File: src/verilog/rpg_pkg.sv
`default_nettype none

package rpg_pkg;

    localparam int BEAT_BYTES     = 32;
    localparam int BEAT_W         = 256;
    localparam int MD_W           = 192;
    localparam int LEN_W          = 32;
    localparam int RES_W          = 6;    // holds 0..63 for residue plus one word
    localparam int HDR_FULL_BYTES = 16;   // BTH + AETH
    localparam int HDR_BTH_BYTES  = 12;

    typedef enum logic [7:0] {
        OP_READ_FIRST  = 8'h0D,
        OP_READ_MIDDLE = 8'h0E,
        OP_READ_LAST   = 8'h0F,
        OP_READ_ONLY   = 8'h10,
        OP_ACK         = 8'h11
    } rpg_opcode_e;

    typedef enum logic [2:0] {
        KIND_ACK,
        KIND_FIRST,
        KIND_MIDDLE,
        KIND_LAST,
        KIND_ONLY
    } rpg_kind_e;

    typedef enum logic [2:0] {
        ST_IDLE,
        ST_ACK,
        ST_SEG,
        ST_PAYLOAD,
        ST_DRAIN
    } rpg_state_e;

    typedef struct packed {
        logic [47:0] rsvd;
        logic [31:0] aeth;
        logic [31:0] msg_size;
        logic [7:0]  pmtu_code;
        logic [7:0]  opcode;
        logic [15:0] pkey;
        logic [23:0] dest_qp;
        logic [23:0] psn;
    } rpg_md_t;

    // byte 0 sits in the low bits with fields little endian
    typedef struct packed {
        logic [31:0] aeth;    // bytes 12..15
        logic [23:0] psn;     // bytes 9..11
        logic [7:0]  rsvd2;
        logic [23:0] dest_qp; // bytes 5..7
        logic [7:0]  rsvd1;
        logic [15:0] pkey;    // bytes 2..3
        logic [7:0]  rsvd0;
        logic [7:0]  opcode;
    } rpg_hdr_t;

    function automatic logic [LEN_W-1:0] pmtu_bytes(input logic [7:0] code);
        logic [LEN_W-1:0] bytes;
        case (code)
            8'd1:    bytes = 32'd256;
            8'd2:    bytes = 32'd512;
            8'd3:    bytes = 32'd1024;
            8'd4:    bytes = 32'd2048;
            8'd5:    bytes = 32'd4096;
            default: bytes = 32'd256;   // unknown code falls back to smallest mtu
        endcase
        return bytes;
    endfunction

endpackage

`default_nettype wire
File: src/verilog/rpg_seg_if.sv
`default_nettype none

// segment controller to byte packer
interface rpg_seg_if;

    logic                      load;       // start packet with header into residue
    logic                      take;       // payload word popped this cycle
    logic [rpg_pkg::RES_W-1:0] take_bytes; // 1..32 valid bytes of that word
    logic                      last;       // no more payload for this packet
    logic                      busy;       // residue of a finished packet not yet written

    modport ctrl (
        output load,
        output take,
        output take_bytes,
        output last,
        input  busy
    );

    modport packer (
        input  load,
        input  take,
        input  take_bytes,
        input  last,
        output busy
    );

endinterface

`default_nettype wire

File: src/verilog/resp_pkt_gen.sv
`default_nettype none

module resp_pkt_gen (
    input  wire logic                        clk,
    input  wire logic                        rst,

    input  wire logic                        i_md_empty,
    input  wire logic [rpg_pkg::MD_W-1:0]    i_md_data,
    output logic                             o_md_rd_en,

    input  wire logic                        i_nd_empty,
    input  wire logic [rpg_pkg::BEAT_W-1:0]  i_nd_data,
    output logic                             o_nd_rd_en,

    input  wire logic                        i_trans_prog_full,
    output logic                             o_trans_wr_en,
    output logic [rpg_pkg::BEAT_W-1:0]       o_trans_data
);

    rpg_pkg::rpg_kind_e         kind;
    logic                       load;
    rpg_pkg::rpg_hdr_t          hdr;
    logic [rpg_pkg::RES_W-1:0]  hdr_len;

    rpg_seg_if seg_bus ();

    rpg_seg_ctrl u_seg_ctrl (
        .clk               (clk),
        .rst               (rst),
        .i_md_empty        (i_md_empty),
        .i_md_data         (i_md_data),
        .i_nd_empty        (i_nd_empty),
        .i_trans_prog_full (i_trans_prog_full),
        .o_md_rd_en        (o_md_rd_en),
        .o_nd_rd_en        (o_nd_rd_en),
        .o_kind            (kind),
        .o_load            (load),
        .seg               (seg_bus.ctrl)
    );

    // descriptor stays on the fifo head until popped
    rpg_hdr_fmt u_hdr_fmt (
        .clk       (clk),
        .rst       (rst),
        .i_md      (i_md_data),
        .i_kind    (kind),
        .i_load    (load),
        .o_hdr     (hdr),
        .o_hdr_len (hdr_len)
    );

    rpg_byte_packer u_byte_packer (
        .clk           (clk),
        .rst           (rst),
        .i_hdr         (hdr),
        .i_hdr_len     (hdr_len),
        .i_nd_data     (i_nd_data),
        .seg           (seg_bus.packer),
        .o_trans_wr_en (o_trans_wr_en),
        .o_trans_data  (o_trans_data)
    );

endmodule

`default_nettype wire

File: src/verilog/rpg_byte_packer.sv
`default_nettype none

module rpg_byte_packer (
    input  wire logic                    clk,
    input  wire logic                    rst,
    input  wire rpg_pkg::rpg_hdr_t       i_hdr,
    input  wire logic [rpg_pkg::RES_W-1:0] i_hdr_len,
    input  wire logic [rpg_pkg::BEAT_W-1:0] i_nd_data,
    rpg_seg_if.packer                    seg,
    output logic                         o_trans_wr_en,
    output logic [rpg_pkg::BEAT_W-1:0]   o_trans_data
);

    logic [rpg_pkg::RES_W-1:0]    res_cnt;
    logic [rpg_pkg::BEAT_W-1:0]   res_data;   // bytes above res_cnt kept at zero
    logic                         flush_pend;
    logic [rpg_pkg::BEAT_W-1:0]   nd_keep;
    logic [2*rpg_pkg::BEAT_W-1:0] merged;
    logic [rpg_pkg::RES_W-1:0]    sum;
    logic                         beat_full;
    logic                         do_take;
    logic                         flush;

    assign seg.busy = flush_pend;

    // drop bytes of the word past the packet end
    assign nd_keep = i_nd_data &
                     ({rpg_pkg::BEAT_W{1'b1}} >> ((rpg_pkg::BEAT_BYTES - seg.take_bytes) * 8));

    // new bytes land right behind the residue
    assign merged = ({{rpg_pkg::BEAT_W{1'b0}}, nd_keep} << {res_cnt, 3'b000}) |
                    {{rpg_pkg::BEAT_W{1'b0}}, res_data};

    assign sum       = res_cnt + seg.take_bytes;
    assign beat_full = (sum >= rpg_pkg::BEAT_BYTES);
    assign do_take   = seg.take && !seg.load;
    assign flush     = seg.last && flush_pend && !seg.take && !seg.load;

    always_ff @(posedge clk or posedge rst) begin
        if (rst) begin
            res_cnt       <= '0;
            flush_pend    <= 1'b0;
            o_trans_wr_en <= 1'b0;
        end else begin
            o_trans_wr_en <= 1'b0;
            if (seg.load) begin
                res_cnt    <= i_hdr_len;
                flush_pend <= seg.last;   // header only packet
            end else if (do_take) begin
                if (beat_full) begin
                    o_trans_wr_en <= 1'b1;
                    res_cnt       <= sum - rpg_pkg::BEAT_BYTES[rpg_pkg::RES_W-1:0];
                    flush_pend    <= seg.last && (sum != rpg_pkg::BEAT_BYTES);
                end else begin
                    res_cnt    <= sum;
                    flush_pend <= seg.last;
                end
            end else if (flush) begin
                o_trans_wr_en <= 1'b1;
                res_cnt       <= '0;
                flush_pend    <= 1'b0;
            end
        end
    end

    always_ff @(posedge clk) begin
        if (seg.load) begin
            res_data <= {{(rpg_pkg::BEAT_W - $bits(i_hdr)){1'b0}}, i_hdr};
        end else if (do_take) begin
            res_data <= beat_full ? merged[2*rpg_pkg::BEAT_W-1:rpg_pkg::BEAT_W] :
                                    merged[rpg_pkg::BEAT_W-1:0];
        end
    end

    always_ff @(posedge clk) begin
        if (do_take && beat_full) begin
            o_trans_data <= merged[rpg_pkg::BEAT_W-1:0];
        end else if (flush) begin
            o_trans_data <= res_data;   // zero filled tail
        end
    end

endmodule

`default_nettype wire

File: src/verilog/rpg_hdr_fmt.sv
`default_nettype none

module rpg_hdr_fmt (
    input  wire logic                  clk,
    input  wire logic                  rst,
    input  wire rpg_pkg::rpg_md_t      i_md,
    input  wire rpg_pkg::rpg_kind_e    i_kind,
    input  wire logic                  i_load,
    output rpg_pkg::rpg_hdr_t          o_hdr,
    output logic [rpg_pkg::RES_W-1:0]  o_hdr_len
);

    logic [23:0] psn_cnt;   // psn of the next middle or last packet
    logic [23:0] psn_sel;
    logic        use_md_psn;

    assign use_md_psn = (i_kind == rpg_pkg::KIND_ACK) ||
                        (i_kind == rpg_pkg::KIND_FIRST) ||
                        (i_kind == rpg_pkg::KIND_ONLY);
    assign psn_sel = use_md_psn ? i_md.psn : psn_cnt;

    always_comb begin
        o_hdr         = '0;
        o_hdr.pkey    = i_md.pkey;
        o_hdr.dest_qp = i_md.dest_qp;
        o_hdr.psn     = psn_sel;
        o_hdr.aeth    = i_md.aeth;
        o_hdr_len     = rpg_pkg::HDR_FULL_BYTES[rpg_pkg::RES_W-1:0];
        case (i_kind)
            rpg_pkg::KIND_FIRST: o_hdr.opcode = rpg_pkg::OP_READ_FIRST;
            rpg_pkg::KIND_LAST:  o_hdr.opcode = rpg_pkg::OP_READ_LAST;
            rpg_pkg::KIND_ONLY:  o_hdr.opcode = rpg_pkg::OP_READ_ONLY;
            rpg_pkg::KIND_MIDDLE: begin
                o_hdr.opcode = rpg_pkg::OP_READ_MIDDLE;
                o_hdr.aeth   = '0;  // bth only
                o_hdr_len    = rpg_pkg::HDR_BTH_BYTES[rpg_pkg::RES_W-1:0];
            end
            default: o_hdr.opcode = i_md.opcode;  // ack goes out as given
        endcase
    end

    // wraps at 2^24 by width
    always_ff @(posedge clk or posedge rst) begin
        if (rst) begin
            psn_cnt <= '0;
        end else if (i_load && (i_kind != rpg_pkg::KIND_ACK)) begin
            psn_cnt <= psn_sel + 24'd1;
        end
    end

endmodule

`default_nettype wire

File: src/verilog/rpg_seg_ctrl.sv
`default_nettype none

module rpg_seg_ctrl (
    input  wire logic               clk,
    input  wire logic               rst,
    input  wire logic               i_md_empty,
    input  wire rpg_pkg::rpg_md_t   i_md_data,
    input  wire logic               i_nd_empty,
    input  wire logic               i_trans_prog_full,
    output logic                    o_md_rd_en,
    output logic                    o_nd_rd_en,
    output rpg_pkg::rpg_kind_e      o_kind,
    output logic                    o_load,
    rpg_seg_if.ctrl                 seg
);

    rpg_pkg::rpg_state_e             state;
    rpg_pkg::rpg_state_e             state_nxt;
    logic [rpg_pkg::LEN_W-1:0]       msg_left;
    logic [rpg_pkg::LEN_W-1:0]       pkt_left;
    logic [rpg_pkg::LEN_W-1:0]       pmtu;
    logic [rpg_pkg::LEN_W-1:0]       pkt_len;
    logic                            first_pkt;
    logic                            fits;
    logic                            is_ack;
    logic                            pkt_end;
    logic                            flush;
    logic                            drain_done;

    assign pmtu      = rpg_pkg::pmtu_bytes(i_md_data.pmtu_code);
    assign is_ack    = (i_md_data.opcode == rpg_pkg::OP_ACK);
    assign first_pkt = (msg_left == i_md_data.msg_size); // nothing sent yet
    assign fits      = (msg_left <= pmtu);
    assign pkt_len   = fits ? msg_left : pmtu;
    assign pkt_end   = (pkt_left <= rpg_pkg::BEAT_BYTES);

    always_comb begin
        if (state == rpg_pkg::ST_ACK) begin
            o_kind = rpg_pkg::KIND_ACK;
        end else if (first_pkt && fits) begin
            o_kind = rpg_pkg::KIND_ONLY;
        end else if (first_pkt) begin
            o_kind = rpg_pkg::KIND_FIRST;
        end else if (fits) begin
            o_kind = rpg_pkg::KIND_LAST;
        end else begin
            o_kind = rpg_pkg::KIND_MIDDLE;
        end
    end

    assign o_load   = (state == rpg_pkg::ST_ACK) || (state == rpg_pkg::ST_SEG);
    assign seg.load = o_load;

    // one word per cycle unless starved or stalled
    assign seg.take = (state == rpg_pkg::ST_PAYLOAD) && !i_nd_empty && !i_trans_prog_full;
    assign seg.take_bytes = (pkt_left >= rpg_pkg::BEAT_BYTES) ?
                            rpg_pkg::BEAT_BYTES[rpg_pkg::RES_W-1:0] :
                            pkt_left[rpg_pkg::RES_W-1:0];
    assign o_nd_rd_en = seg.take;

    // let the packer write its leftover bytes when the output is free
    assign flush      = (state == rpg_pkg::ST_DRAIN) && seg.busy && !i_trans_prog_full;
    assign drain_done = (state == rpg_pkg::ST_DRAIN) && (!seg.busy || !i_trans_prog_full);

    assign seg.last   = (state == rpg_pkg::ST_ACK) || (seg.take && pkt_end) || flush;
    assign o_md_rd_en = drain_done && (msg_left == '0);

    always_comb begin
        state_nxt = state;
        case (state)
            rpg_pkg::ST_IDLE: begin
                if (!i_md_empty) begin
                    state_nxt = is_ack ? rpg_pkg::ST_ACK : rpg_pkg::ST_SEG;
                end
            end
            rpg_pkg::ST_ACK: state_nxt = rpg_pkg::ST_DRAIN;
            rpg_pkg::ST_SEG: state_nxt = rpg_pkg::ST_PAYLOAD;
            rpg_pkg::ST_PAYLOAD: begin
                if (seg.take && pkt_end) begin
                    state_nxt = rpg_pkg::ST_DRAIN;
                end
            end
            rpg_pkg::ST_DRAIN: begin
                if (drain_done) begin
                    state_nxt = (msg_left == '0) ? rpg_pkg::ST_IDLE : rpg_pkg::ST_SEG;
                end
            end
            default: state_nxt = rpg_pkg::ST_IDLE;
        endcase
    end

    always_ff @(posedge clk or posedge rst) begin
        if (rst) begin
            state <= rpg_pkg::ST_IDLE;
        end else begin
            state <= state_nxt;
        end
    end

    always_ff @(posedge clk or posedge rst) begin
        if (rst) begin
            msg_left <= '0;
            pkt_left <= '0;
        end else begin
            case (state)
                rpg_pkg::ST_IDLE: begin
                    if (!i_md_empty) begin
                        msg_left <= is_ack ? '0 : i_md_data.msg_size;
                    end
                end
                rpg_pkg::ST_SEG: begin
                    msg_left <= msg_left - pkt_len;  // whole packet booked up front
                    pkt_left <= pkt_len;
                end
                rpg_pkg::ST_PAYLOAD: begin
                    if (seg.take) begin
                        pkt_left <= pkt_left - seg.take_bytes;
                    end
                end
                default: begin
                    pkt_left <= pkt_left;
                end
            endcase
        end
    end

endmodule

`default_nettype wire

File: config.mk
export PLATFORM = sky130hd
export DESIGN_NAME = resp_pkt_gen
export DESIGN_NICKNAME = d
export VERILOG_FILES = /design/src/verilog/rpg_pkg.sv /design/src/verilog/rpg_seg_if.sv /design/src/verilog/resp_pkt_gen.sv /design/src/verilog/rpg_byte_packer.sv /design/src/verilog/rpg_hdr_fmt.sv /design/src/verilog/rpg_seg_ctrl.sv
export SDC_FILE = /design/constraint.sdc
export NUM_CORES = 2
export LEC_CHECK = 0
export BUFFER_PORTS_ARGS = -buffer_cell sky130_fd_sc_hd__buf_2
export CORE_ASPECT_RATIO = 1.5
export CORE_MARGIN = 2
export CORE_UTILIZATION = 50
export DETAILED_ROUTE_END_ITERATION = 7
export HOLD_SLACK_MARGIN = 0.15
export PLACE_DENSITY_LB_ADDON = 0.2
export SYNTH_ARGS = -nofsm -noshare
export SYNTH_HDL_FRONTEND = slang
export SYNTH_SLANG_ARGS = --single-unit
File: constraint.sdc
create_clock -name clk -period 21.1 [get_ports clk]
set_clock_uncertainty 0.2 [all_clocks]
set_input_delay 3.165 -clock clk [delete_from_list [all_inputs] [get_ports clk]]
set_output_delay 3.165 -clock clk [all_outputs]
set_load 0.01 [all_outputs]
==> metrics.md, run 1 <==
| Metric | Value |
|---|---|
| Outcome | stopped before the end |
| Failing step | 5_1_grt |
| First error | [ERROR GRT-0116] Global routing finished with congestion. Check the congestion regions in the DRC Viewer. |
| CTS Hold Bufs | 0 |
| Post-synth EDFFs | 360 |
| Clock root buffer | clkbuf_16 |
| Largest net degree at the start of global routing | between 100 and 150 |
| Gr ovfl total | approximately 840 |
| Synthesis Warnings | 0 |
| First-pass GRT wire length | 568000 um |
| Vias in the first global route | roughly 65000 |
| #FFs+latches synth | slightly above 600 |
| Top FF cell, synth | edfxtp_1 |
| Register area share after synthesis | approximately 34% |
| Die X | 256 um |
| Row count | 138 |
| Port Buffers | around 660 |
| Mapped Area | 0.0475 mm2 |
| Post_cts resized | 0 |
| Area leader, netlist | edfxtp_1 |
| Cells after Synth | 5528 |
| Clock Path Buffers | 3 |
| Synth top area cells | edfxtp_1, dfxtp_1, dfrtp_1 |
| Ys async rst share | between 10% and 20% |
| Die height | 382 um |
| Post-DP HPWL | approximately 270000 um |
| GP Congestion | approximately 1.3 |
| Netlist cell types | 98 |
| Sink Count | ~610 |
| Starting Density | between 50 and 60% |
| CTS H-tree lvls | 2 |
| Avg Synthesized Cell Area | roughly 8.6 um2 |
| Yosys top cell area share | between 20% and 30% |
| # IOs | 712 |
| Number of setup buffers added after CTS | 0 |
| CTS buffer count | 57 |
| Gr usage total | 79.9% |
## synth_stat cells, types with 32 or more instances
| cell type | count |
|---|---|
| a211o_1 | 38 |
| a211oi_1 | 64 |
| a21o_1 | 137 |
| a21oi_1 | 404 |
| a221o_1 | 103 |
| a221oi_1 | 136 |
| a222oi_1 | 57 |
| a22o_1 | 96 |
| a22oi_1 | 186 |
| a31oi_1 | 84 |
| a32o_1 | 39 |
| a32oi_1 | 66 |
| and2_1 | 67 |
| and3_1 | 65 |
| buf_1 | 58 |
| clkbuf_1 | 421 |
| dfrtp_1 | 99 |
| dfxtp_1 | 152 |
| edfxtp_1 | 360 |
| inv_1 | 52 |
| mux2_2 | 104 |
| mux2i_1 | 198 |
| nand2_1 | 463 |
| nand3_1 | 117 |
| nand4_1 | 53 |
| nor2_1 | 467 |
| nor3_1 | 107 |
| nor4_1 | 32 |
| o211ai_1 | 60 |
| o21a_1 | 39 |
| o21ai_0 | 399 |
| o21bai_1 | 78 |
| o221ai_1 | 74 |
| o22ai_1 | 83 |
| o31ai_1 | 41 |
| xnor2_1 | 50 |
## logic make-up after synthesis
group                      after synthesis  share of synthesized area [%]
AOI/OAI and AO/OA                     2413                           36.3
and+or+nand+nor                       1530                           15.0
DFF                                    611                           34.4
buffers and inverters                  553                           4.43
muxes                                  333                           8.10
xor gates and xnor gates                66                           1.25
adders and majority gates               21                          0.569
other                                    1                        0.00789
## stage by stage
| step | setup WS (ps) | std cells | hold WS, ps | util, % | cell area, um2 |
|---|---|---|---|---|---|
| after detailed placement | 11700 | 7214 | 236 | 56.1 | 52900 |
| after global placement | 11800 | 7214 | 231 | 56.1 | 52900 |
| after floorplan | 5440 | 5529 | 216 | - | 47500 |
| after CTS | 12380 | 7322 | 260 | 58.2 | 54900 |
## per-layer routing
| metal | GRT overflow | GRT usage (%) |
|---|---|---|
| met1 | 8 | 79.9 |
| met2 | 480 | 96.0 |
| met3 | 15 | 64.9 |
| met4 | 335 | 81.2 |
| met5 | 3 | 27.9 |
==> run 2: changes to the inputs <==
--- a/config.mk
+++ b/config.mk
@@ -6,12 +6,10 @@
 export NUM_CORES = 2
 export LEC_CHECK = 0
 export BUFFER_PORTS_ARGS = -buffer_cell sky130_fd_sc_hd__buf_2
-export CORE_ASPECT_RATIO = 1.5
 export CORE_MARGIN = 2
-export CORE_UTILIZATION = 50
+export CORE_UTILIZATION = 35
 export DETAILED_ROUTE_END_ITERATION = 7
-export HOLD_SLACK_MARGIN = 0.15
-export PLACE_DENSITY_LB_ADDON = 0.2
+export PLACE_DENSITY_LB_ADDON = 0.15
 export SYNTH_ARGS = -nofsm -noshare
 export SYNTH_HDL_FRONTEND = slang
 export SYNTH_SLANG_ARGS = --single-unit
==> constraint.sdc (replaced) <==
create_clock -name clk -period 27.4 [get_ports clk]
set_clock_uncertainty 0.2 [all_clocks]
set_input_delay 4.11 -clock clk [delete_from_list [all_inputs] [get_ports clk]]
set_output_delay 4.11 -clock clk [all_outputs]
set_load 0.01 [all_outputs]
==> run 2 against run 1 <==
Compared with the run above:
- the flow now finishes, with violations (DRC, capacitance limit, slew limit)
- synthesized cell count is the same
- synthesized area is the same
==> metrics.md, run 2 <==
| Metric | Value |
|---|---|
| Outcome | finished with violations (was stopped before the end) |
| Failing checks | DRC, capacitance limit, slew limit |
| Sink Count | 611 (unchanged) |
| Yosys top cell area share | 22.7% (unchanged) |
| DRT antenna net count | 0 |
| RR Endpoint | u_byte_packer.o_trans_data[134]$_DFFE_PP_ |
| Vias | between 50000 and 60000 |
| Largest net degree at the start of global routing | roughly 90 |
| Vias in the first global route | ~54000 |
| Setup TNS | 0 ps |
| DR pass1 iterations | 8 |
| Netlist cell types | 98 (unchanged) |
| Post_cts resized | 0 (unchanged) |
| Reg-to-Reg Start | u_seg_ctrl.pkt_left[16]$_DFFE_PP0P_ |
| Post-route cell area | 0.0565 mm2 |
| Post-DP HPWL | 307000 um (was 271000 um) |
| Max Cap Viol | 4 |
| DRT Wirelength | roughly 390000 um |
| CTS tree | done |
| Power density over the cells | between 150 and 200 mW/mm2 |
| Power Total | 9.24 mW |
| CP cell instances | or4_1 -> or2_1 -> nor3_4 -> buf_4 -> and3_1 -> inv_1 -> ha_1 -> buf_4 -> nor3b_1 -> xor2_1 -> o2111ai_1 -> a21oi_1 -> a22oi_1 -> mux2_2 -> mux4_2 -> o21ai_0 |
| Avg Synthesized Cell Area | 8.60 um2 (unchanged) |
| Hold Path Cell Cnt | 2 |
| Worst Path Class, Setup | reg2reg |
| Gr usage total | between 50% and 60% |
| Max Fclk | 0.101 GHz |
| CP max FO | 32 |
| Core region area | roughly 0.14 mm2 |
| Die height | 373 um (was 382 um) |
| CP Capture Type | register |
| Share of layout cells above drive strength 1 | between 20% and 30% |
| Leak Pwr | 22.1 nW |
| CTS buffer count | 71 (was 57) |
| CTS Hold Bufs | 0 (unchanged) |
| Starting Density | 35.2% (was 50.4%) |
| Most frequent cells in the layout | buf_2, nand2_1, nor2_1, a21oi_1, o21ai_0 |
| Startpoint Class | register |
| Placed Area | 0.0539 mm2 (was 0.0529 mm2) |
| # nets final | around 6500 |
| Top FF cell, synth | edfxtp_1 (unchanged) |
| Wire length per cell | slightly below 50 um |
| Row count | 135 (was 138) |
| Slew @ Worst Pin | between 1500 and 2000 ps |
| Ys async rst share | 16.2% (unchanged) |
| HP Start | u_byte_packer.res_data[252]$_SDFFE_PP0P_ |
| Clock Path Buffers | 3 (unchanged) |
| Gr ovfl total | 0 |
| Cells after Synth | 5528 (unchanged) |
| Final Cycle Share | ~36% |
| Worst VDD drop | approximately 0.000075 V |
| WP data required | roughly 28000 ps |
| Register area | 0.0164 mm2 |
| Post-Layout Cell Count | between 7000 and 8000 |
| Max Slew Vio Count | 12 |
| Port Buffers | 663 (unchanged) |
| Area leader, netlist | edfxtp_1 (unchanged) |
| Register area share after synthesis | 34.4% (unchanged) |
| Critical Path Most Common Cell | buf_4 |
| FF-to-FF path depth | 16 |
| Worst EP arrival | about 10000 ps |
| # IOs | 712 (unchanged) |
| Die X | 373 um (was 256 um) |
| Synthesis Warnings | 0 (unchanged) |
| Initial DRC Count | approximately 11000 |
| DIE AREA | 0.139 mm2 |
| CTS H-tree lvls | 3 (was 2) |
| Synth top area cells | edfxtp_1, dfxtp_1, dfrtp_1 (unchanged) |
| Number of setup buffers added after CTS | 0 (unchanged) |
| Critical Path Max Stage Delay | 1190 ps |
| Fillers | roughly 14000 |
| Footprint of the multi-input gates | about 0.030 mm2 |
| Tmin final | roughly 10000 ps |
| Synth top cells by count | nor2_1, nand2_1, clkbuf_1 (unchanged) |
| #FFs+latches synth | 611 (unchanged) |
| P&R area growth vs syn | 18.9% |
| Worst path slowest cell | a21oi_1 |
| Fin Hold WS | around 240 ps |
| RSZ-0062 raised after global routing | false |
| Clk slew on worst S/H paths | around 60 ps |
| Worst-Skew Late Latency | between 700 and 800 ps |
| DRC | 13 |
| Reg2reg setup slack | roughly 18000 ps |
| Hold path endpoint | u_byte_packer.res_data[252]$_SDFFE_PP0P_ |
| Placed Cells | 7773 (was 7214) |
| Clock root buffer | clkbuf_16 (unchanged) |
| Post-synth EDFFs | 360 (unchanged) |
| GP Congestion | 1.14 (was 1.33) |
| Largest regs | u_byte_packer.o_trans_data (256), u_byte_packer.res_data (256) |
| Mapped Area | 0.0475 mm2 (unchanged) |
| Most common cell after layout, fill and taps aside | buf_2 |
| Hold Violations, Final | 0 |
| Setup violators final | 0 |
| First-pass GRT wire length | approximately 510000 um |
| HP Class | reg2reg |
| Initial antenna violation count | 53 |
| Slew Limit Headroom | -2.26% |
| Top-count cell post-synth | nor2_1 (unchanged) |
| Via-to-Cell Ratio | about 7.5 |
run 2: cell counts after synthesis:
No cell type changed its count.
run 2: final cells by class:
type,count,area share [%]
Antenna cell,28,0.124
Tap cell,1781,3.94
Clock buffer,86,3.33
Multi-Input combinational cell,4365,52.3
Sequential cell,611,28.9
Timing Repair Buffer,962,9.92
Clock inverter,46,1.05
Inverter,56,0.403
run 2: per-layer routing:
metal	global-route usage [%]	wire length, um	vias to the layer above
met1	62.3	136000	29400
met2	76.9	158000	5585
met4	51.6	46700	38
met3	22.8	53300	1653
met5	0.0699	293	-
li1	-	-	23100
run 2: logic make-up after synthesis:
logic type      share of synthesized area, %
compound gates                          36.3
simple gates                            15.0
flops                                   34.4
other cells                          0.00789
xor+xnor                                1.25
buf+inv                                 4.43
mux                                     8.10
fa+ha+maj                              0.569
run 2: stage by stage:
| step | utilization, % | worst slack (ps) |
|---|---|---|
| 6_report | 41.8 | 17530 |
| 5_1_grt | 41.8 | 17540 |
| 4_1_cts | 41.7 | 17630 |
| 3_5_place_dp | 39.9 | 17340 |
| 3_3_place_gp | 39.9 | 17420 |
| 2_1_floorplan | - | 3870 |
run 2: worst max-delay path, delay by kind of cell (launching register included):
kind | cells | cell delay [ps]
buffers and inverters | 3 | 970
flip-flops | 1 | 430
AO/OA/AOI/OAI | 4 | 3630
adder cells (fa/ha/maj) | 1 | 300
multiplexers | 2 | 1150
XOR/XNOR | 1 | 710
AND/OR/NAND/NOR | 5 | 2060
run 2: worst max path at each step:
stage,startpoint,end,cells after the start
floorplan,i_trans_prog_full,u_byte_packer.o_trans_data[0]$_DFFE_PP_,2
detailed placement,i_md_data[77],u_hdr_fmt.psn_cnt[22]$_DFFE_PP0P_,21
global placement,i_md_data[77],u_hdr_fmt.psn_cnt[22]$_DFFE_PP0P_,21
finish,u_seg_ctrl.pkt_left[16]$_DFFE_PP0P_,u_byte_packer.o_trans_data[134]$_DFFE_PP_,16
global route,i_trans_prog_full,o_nd_rd_en,6
CTS,i_trans_prog_full,o_nd_rd_en,6
run 2: power breakdown:
| group | total [mW] | internal [mW] | switching, mW |
|---|---|---|---|
| Combinational | 6.70 | 1.57 | 5.13 |
| Sequential | 1.51 | 1.31 | 0.201 |
| Clock | 1.04 | 0.578 | 0.458 |
| Total | 9.24 | 3.45 | 5.79 |
Note: power is estimated with default switching activity, not from simulation.
